File: config.mk
export PLATFORM = sky130hd
export DESIGN_NAME = dds_top
export DESIGN_NICKNAME = d
export VERILOG_FILES = /design/src/dds_pkg.sv /design/src/burst_timer_if.sv /design/src/dds_top.sv /design/src/wave_shaper.sv /design/src/phase_accumulator.sv /design/src/burst_fsm.sv /design/src/burst_timer.sv
export SDC_FILE = /design/constraint.sdc
export NUM_CORES = 1
export LEC_CHECK = 0
export BUFFER_PORTS_ARGS = -buffer_cell sky130_fd_sc_hd__buf_4
export CAP_MARGIN = 20
export CORE_MARGIN = 8
export CORE_UTILIZATION = 55
export CTS_CLUSTER_DIAMETER = 30
export DETAILED_ROUTE_END_ITERATION = 7
export GPL_TIMING_DRIVEN = 0
export PLACE_DENSITY = 0.88
export SLEW_MARGIN = 10
export SYNTH_ARGS = -nofsm -noshare
export SYNTH_HDL_FRONTEND = slang
export SYNTH_SLANG_ARGS = --single-unit
File: constraint.sdc
create_clock -name clk -period 2.4 [get_ports clk]
set_clock_uncertainty 0.2 [all_clocks]
set_input_delay 0.24 -clock clk [delete_from_list [all_inputs] [get_ports clk]]
set_output_delay 0.24 -clock clk [all_outputs]
set_load 0.005 [all_outputs]
File: src/dds_pkg.sv
// Shared widths, sine table and enums for the burst-gated DDS tone generator; import where needed
package dds_pkg;

    // Phase accumulator and frequency word width
    localparam int phase_width = 12;

    // Output sample width
    localparam int out_width = 8;

    // Burst and gap lengths, and the timer count
    localparam int len_width = 16;

    // Sine table is indexed by the top four phase bits
    localparam int sine_depth = 16;

    // One full sine period in offset binary around mid-scale
    localparam logic [out_width-1:0] sine_table [sine_depth] = '{
        8'd128, 8'd176, 8'd218, 8'd245,
        8'd255, 8'd245, 8'd218, 8'd176,
        8'd128, 8'd79,  8'd37,  8'd10,
        8'd0,   8'd10,  8'd37,  8'd79
    };

    // Resting output code equals the sine table entry at phase zero
    localparam logic [out_width-1:0] mid_scale = 8'd128;

    // Waveform select opcodes
    typedef enum logic [1:0] {
        wave_sine     = 2'd0,
        wave_triangle = 2'd1,
        wave_sawtooth = 2'd2,
        wave_square   = 2'd3
    } wave_t;

    // Burst sequencing states
    typedef enum logic [1:0] {
        st_idle  = 2'd0,
        st_burst = 2'd1,
        st_gap   = 2'd2
    } burst_state_t;

endpackage
File: src/burst_timer_if.sv
// Link between the burst FSM and its interval timer; instantiate once and hand out the modports
`timescale 1ns/1ps

interface burst_timer_if;
    import dds_pkg::*;

    // Load request and interval length from the FSM
    logic                 load;
    logic [len_width-1:0] load_value;

    // Timer status back to the FSM
    logic                 last;
    logic                 running;

    modport fsm (
        output load,
        output load_value,
        input  last,
        input  running
    );

    modport timer (
        input  load,
        input  load_value,
        output last,
        output running
    );

endinterface

File: src/dds_top.sv
// Top level of the burst-gated DDS tone generator; wires FSM, timer, accumulator and shaper
`timescale 1ns/1ps

module dds_top (
    input  logic                            clk,
    input  logic                            reset,
    input  logic                            start,
    input  logic                            stop,
    input  logic                            repeat_mode,
    input  logic [dds_pkg::len_width-1:0]   burst_len,
    input  logic [dds_pkg::len_width-1:0]   gap_len,
    input  logic [dds_pkg::phase_width-1:0] freq_word,
    input  dds_pkg::wave_t                  wave_sel,
    output logic [dds_pkg::out_width-1:0]   wave_out,
    output logic                            busy
);
    import dds_pkg::*;

    logic                   gate;
    logic [phase_width-1:0] phase;

    burst_timer_if tmr_if ();

    burst_timer u_timer (
        .clk   (clk),
        .reset (reset),
        .tmr   (tmr_if.timer)
    );

    burst_fsm u_fsm (
        .clk         (clk),
        .reset       (reset),
        .start       (start),
        .stop        (stop),
        .repeat_mode (repeat_mode),
        .burst_len   (burst_len),
        .gap_len     (gap_len),
        .tmr         (tmr_if.fsm),
        .gate        (gate),
        .busy        (busy)
    );

    // Gate feeds both the accumulator and the shaper in the same cycle
    phase_accumulator u_acc (
        .clk       (clk),
        .reset     (reset),
        .gate      (gate),
        .freq_word (freq_word),
        .phase     (phase)
    );

    wave_shaper u_shaper (
        .clk      (clk),
        .reset    (reset),
        .gate     (gate),
        .phase    (phase),
        .wave_sel (wave_sel),
        .wave_out (wave_out)
    );

endmodule

File: src/wave_shaper.sv
// Registered waveform shaper; turns the phase into sine, triangle, sawtooth or square samples
`timescale 1ns/1ps

module wave_shaper (
    input  logic                            clk,
    input  logic                            reset,
    input  logic                            gate,
    input  logic [dds_pkg::phase_width-1:0] phase,
    input  dds_pkg::wave_t                  wave_sel,
    output logic [dds_pkg::out_width-1:0]   wave_out
);
    import dds_pkg::*;

    logic [$clog2(sine_depth)-1:0] sine_addr;
    logic [out_width-1:0]          sine_wave;
    logic [out_width-1:0]          triangle_wave;
    logic [out_width-1:0]          sawtooth_wave;
    logic [out_width-1:0]          square_wave;
    logic [out_width-1:0]          shape;
    logic [out_width-1:0]          sample_next;

    // Top phase bits address the sine table
    assign sine_addr = phase[phase_width-1 -: $clog2(sine_depth)];
    assign sine_wave = sine_table[sine_addr];

    // Rising ramp in the first half period and mirrored in the second
    always_comb begin
        if (phase[phase_width-1]) begin
            triangle_wave = ~phase[phase_width-2 -: out_width];
        end else begin
            triangle_wave = phase[phase_width-2 -: out_width];
        end
    end

    assign sawtooth_wave = phase[phase_width-1 -: out_width];
    assign square_wave   = {out_width{phase[phase_width-1]}};

    always_comb begin
        case (wave_sel)
            wave_sine:     shape = sine_wave;
            wave_triangle: shape = triangle_wave;
            wave_sawtooth: shape = sawtooth_wave;
            wave_square:   shape = square_wave;
            default:       shape = sine_wave;
        endcase
    end

    // Park at mid-scale outside a burst
    always_comb begin
        if (gate) begin
            sample_next = shape;
        end else begin
            sample_next = mid_scale;
        end
    end

    // One cycle of latency from phase to output
    always_ff @(posedge clk) begin
        if (reset) begin
            wave_out <= mid_scale;
        end else begin
            wave_out <= sample_next;
        end
    end

endmodule

File: src/phase_accumulator.sv
// DDS phase accumulator; advances by the frequency word while gated and sits at zero otherwise
`timescale 1ns/1ps

module phase_accumulator (
    input  logic                            clk,
    input  logic                            reset,
    input  logic                            gate,
    input  logic [dds_pkg::phase_width-1:0] freq_word,
    output logic [dds_pkg::phase_width-1:0] phase
);
    import dds_pkg::*;

    logic [phase_width-1:0] phase_next;

    // Natural wrap of the adder gives modulo 2**phase_width
    always_comb begin
        if (gate) begin
            phase_next = phase + freq_word;
        end else begin
            phase_next = '0;
        end
    end

    // Clearing while ungated makes every burst start at phase zero
    always_ff @(posedge clk) begin
        if (reset) begin
            phase <= '0;
        end else begin
            phase <= phase_next;
        end
    end

endmodule

File: src/burst_fsm.sv
// Burst sequencer FSM; steps idle, burst and gap using the interval timer and gates the DDS core
`timescale 1ns/1ps

module burst_fsm (
    input  logic                          clk,
    input  logic                          reset,
    input  logic                          start,
    input  logic                          stop,
    input  logic                          repeat_mode,
    input  logic [dds_pkg::len_width-1:0] burst_len,
    input  logic [dds_pkg::len_width-1:0] gap_len,
    burst_timer_if.fsm                    tmr,
    output logic                          gate,
    output logic                          busy
);
    import dds_pkg::*;

    burst_state_t         state;
    burst_state_t         next_state;
    logic                 load;
    logic [len_width-1:0] load_value;

    always_comb begin
        next_state = state;
        load       = 1'b0;
        load_value = burst_len;

        case (state)
            st_idle: begin
                if (start) begin
                    next_state = st_burst;
                    load       = 1'b1;
                    load_value = burst_len;
                end
            end
            st_burst: begin
                if (tmr.last) begin
                    if (repeat_mode) begin
                        next_state = st_gap;
                        load       = 1'b1;
                        load_value = gap_len;
                    end else begin
                        next_state = st_idle;
                    end
                end
            end
            st_gap: begin
                if (tmr.last) begin
                    next_state = st_burst;
                    load       = 1'b1;
                    load_value = burst_len;
                end
            end
            default: begin
                next_state = st_idle;
            end
        endcase

        // Stop overrides every other transition, a start in idle included
        if (stop) begin
            next_state = st_idle;
            load       = 1'b0;
        end
    end

    always_ff @(posedge clk) begin
        if (reset) begin
            state <= st_idle;
        end else begin
            state <= next_state;
        end
    end

    assign tmr.load       = load;
    assign tmr.load_value = load_value;

    assign gate = (state == st_burst);
    assign busy = (state != st_idle);

endmodule

File: src/burst_timer.sv
// Loadable down-counter that flags the last cycle of a burst or gap interval for the burst FSM
`timescale 1ns/1ps

module burst_timer (
    input logic         clk,
    input logic         reset,
    burst_timer_if.timer tmr
);
    import dds_pkg::*;

    logic [len_width-1:0] count;
    logic [len_width-1:0] load_count;

    // A zero length still gives a one-cycle interval
    always_comb begin
        if (tmr.load_value == '0) begin
            load_count = len_width'(1);
        end else begin
            load_count = tmr.load_value;
        end
    end

    always_ff @(posedge clk) begin
        if (reset) begin
            count <= '0;
        end else if (tmr.load) begin
            count <= load_count;
        end else if (count != '0) begin
            count <= count - 1'b1;
        end
    end

    // Count of one is the final cycle, so an interval lasts load_value cycles
    assign tmr.last    = (count == len_width'(1));
    assign tmr.running = (count != '0);

endmodule

==> results.json <==
{
  "run_status": "complete, no violations",
  "critPathBufInv": 1,
  "fin_nets": 472,
  "routed_wl_um": 7450,
  "track_usage_pct": 20.1,
  "placement.cell_area_um2": 3320,
  "core.rowCount": 26,
  "min_period_over_period_pct": 96.1,
  "tns_ns": 0,
  "drv_slew": 0,
  "dieArea_um2": 7600,
  "portBuffers": 59,
  "start_kind": "register",
  "wl_per_cell_um": 15.8,
  "dr_total_vias": 2751,
  "pin_count": 60,
  "h-tree-depth": 2,
  "fillerInstances": 412,
  "multi_input_area_um2": 1940,
  "power_frac_comb_pct": 28.7,
  "cellLeakagePower_nw": 1.53,
  "diodes": 0,
  "yosys_register_bits": 38,
  "relSlewSlack_pct": 58.0,
  "clockBufferDepth": 2,
  "drv_cap": 0,
  "final_util_pct": 70.5,
  "p_sw_uw": 615,
  "pre_cts_ws_ns": -0.0233,
  "viasPerCell": 5.85,
  "cts_tree": "done",
  "hold_viol_final": 0,
  "arrival_ns": 2.34,
  "dp.cells": 455,
  "cp_max_fo": 8,
  "ir_worst_vdd_uv": 380,
  "grt.overflow.total": 0,
  "final_area_um2": 3530,
  "core_um2": 5010,
  "fp.dieW_um": 87.2,
  "grt_pass1_wl_um": 12300,
  "worstPathCellList": "nor4_4 > and4_1 > buf_6 > nand3_4 > nor3b_1 > o32ai_4 > o221a_1",
  "drc": 0,
  "synth-edff-count": 0,
  "critical_path_required_ns": 2.44,
  "antenna_found_initial": 0,
  "final-setup-viol-count": 0,
  "critical-path-top-delay-family": "simple AND/OR/NAND/NOR gates",
  "tightest_slew_ns": 0.628,
  "cts_sinks": 38,
  "holdWs_ns": 0.0608,
  "synth_area_um2": 2790,
  "min_period_ns": 2.31,
  "ff_latch_area_um2": 761,
  "yosysSeqAreaShare_pct": 27.3,
  "synth_ff_type": "dfxtp_1",
  "synth_top_area_share_pct": 27.3,
  "drt_iter0_drc": 146,
  "path_class": "reg -> reg",
  "crit_path_end_kind": "register",
  "synth.area.top_cells": "dfxtp_1 (27%), ha_1 (9.4%), xnor2_1 (5.0%), nor2_1 (4.2%), a21oi_1 (3.6%)",
  "drt_pass1_iterations": 4,
  "place_congestion": 0.975,
  "ctsHoldBuffers": 0,
  "cts_buffers": 5,
  "clkPwrFrac_pct": 32.8,
  "cts.clk_slew.worst_paths_ns": 0.08,
  "drive_gt1_share_pct": 22.5,
  "powerDensity_nw_per_um2": 584,
  "max_freq_ghz": 0.434,
  "grt_max_degree": 13,
  "final_antenna_net_count": 0,
  "pwr-share-seq_pct": 38.5,
  "max_stage_delay_ns": 0.43,
  "synthDistinctLibCells": 54,
  "grt_pass1_vias": 2679,
  "ys.warnings.count": 0,
  "synthCells": 326,
  "cp_slowest_cell": "o32ai_4",
  "final_cells": 470,
  "clk_latency_ns": 0.30,
  "die_h_um": 87.2,
  "hold_class": "in -> reg",
  "power_mw": 2.06,
  "syn_nets": 399,
  "swShare_pct": 29.8,
  "synth.avg_cell_area_um2": 8.54,
  "dp_hpwl_um": 5770,
  "syn_to_final_growth_pct": 26.7,
  "async_flop_share_pct": 0,
  "synth_top_area_cell": "dfxtp_1",
  "cts-root-buf": "clkbuf_8",
  "setup_ws_ns": 0.0944,
  "initial_core_util_pct": 55.6,
  "p_int_mw": 1.45
}
## cell type report
cell class,count,area share [%]
Clock buffer,6,2.34
Multi-Input combinational cell,263,54.8
Buffer,15,1.99
Clock inverter,2,1.70
Tap cell,70,2.48
Timing Repair Buffer,66,14.0
Inverter,10,1.06
Sequential cell,38,21.6
## synthesized netlist by cell type, types with 3 or more instances
cell,count
clkbuf_1,11
and3_1,4
nand3_1,7
a31oi_1,3
a21oi_1,20
a211o_1,3
o21ai_0,16
nand2_1,18
o22a_1,6
nor2_1,31
nor3_1,11
inv_1,10
ha_1,21
nand2b_1,5
xnor2_1,16
mux2_2,4
o211a_1,5
a21o_1,3
a221oi_1,3
nor4_1,11
a211oi_1,13
dfxtp_1,38
mux2i_1,10
nor2b_1,6
xor2_1,9
and2_1,5
## sequential cells by signal, summed over array words and instances (netlist names)
| name | count |
|---|---|
| u_acc.phase | 12 |
| u_timer.count | 16 |
| u_fsm.state | 2 |
| u_shaper.wave_out | 8 |
## placed cells by master (no fill, tap or decap), types with 3 or more instances in the layout
master,n
buf_4,67
dfxtp_1,38
nor2_1,31
ha_1,21
a21oi_1,19
nand2_1,18
xnor2_1,16
o21ai_0,16
a211oi_1,13
clkbuf_1,11
nor3_1,11
inv_1,10
nor4_1,10
mux2i_1,10
xor2_1,9
nand3_1,7
nor2b_1,6
o22a_1,6
clkbuf_8,6
and2_1,5
o211a_1,5
nand2b_1,5
and3_1,4
mux2_2,4
a21o_1,3
a31oi_1,3
a221oi_1,3
a211o_1,3
## what timing repair did
item | CTS | global route
setup endpoints to repair | 9 | 11
buffers inserted | 3 | 4
gates resized for setup | 1 | 2
pin swaps | 4 | 4
## power by group through the flow
stage | combinational (mW) | sequential (mW) | clock, mW
6_report | 0.592 | 0.793 | 0.676
2_1_floorplan | 0.392 | 0.777 | 0
3_5_place_dp | 0.550 | 0.794 | 0
3_3_place_gp | 0.535 | 0.793 | 0
4_1_cts | 0.569 | 0.783 | 0.683
5_1_grt | 0.652 | 0.801 | 0.711
## cell families (layout without fill, tap and decap cells)
logic type               Yosys count  in the layout  synth area share [%]
XOR/XNOR                          25             25                  7.86
flip-flops                        38             38                  27.3
adder cells (fa/ha/maj)           22             22                  10.2
buffers and inverters             25             99                  3.86
AO/OA/AOI/OAI                     90             90                  24.2
multiplexers                      14             14                  5.21
AND/OR/NAND/NOR                  112            112                  21.4
## tightest hold or removal path: cells and delay by family
| kind | cells | cell delay, ns |
|---|---|---|
| and+or+nand+nor | 2 | 0.15 |
| buffers and inverters | 1 | 0.13 |
## layer usage
| metal | vias to the layer above | track usage (%) | wire (um) |
|---|---|---|---|
| met3 | 12 | 4.81 | 506 |
| met4 | 0 | 7.97 | 134 |
| met2 | 101 | 34.8 | 3630 |
| li1 | 1355 | - | - |
| met5 | - | 0 | 0 |
| met1 | 1283 | 23.0 | 3180 |
## worst paths after layout
path	startpoint	end	slack, ns	depth (start not counted)
max	u_timer.count[15]$_SDFFE_PP0P_	u_timer.count[12]$_SDFFE_PP0P_	0.09	7
min	start	u_fsm.state[0]$_SDFFE_PP0P_	0.06	3
max reg2reg	u_timer.count[15]$_SDFFE_PP0P_	u_timer.count[12]$_SDFFE_PP0P_	0.09	7
min reg2reg	u_acc.phase[0]$_SDFF_PP0_	u_acc.phase[0]$_SDFF_PP0_	0.35	2
(Power assumes the default switching activity.)
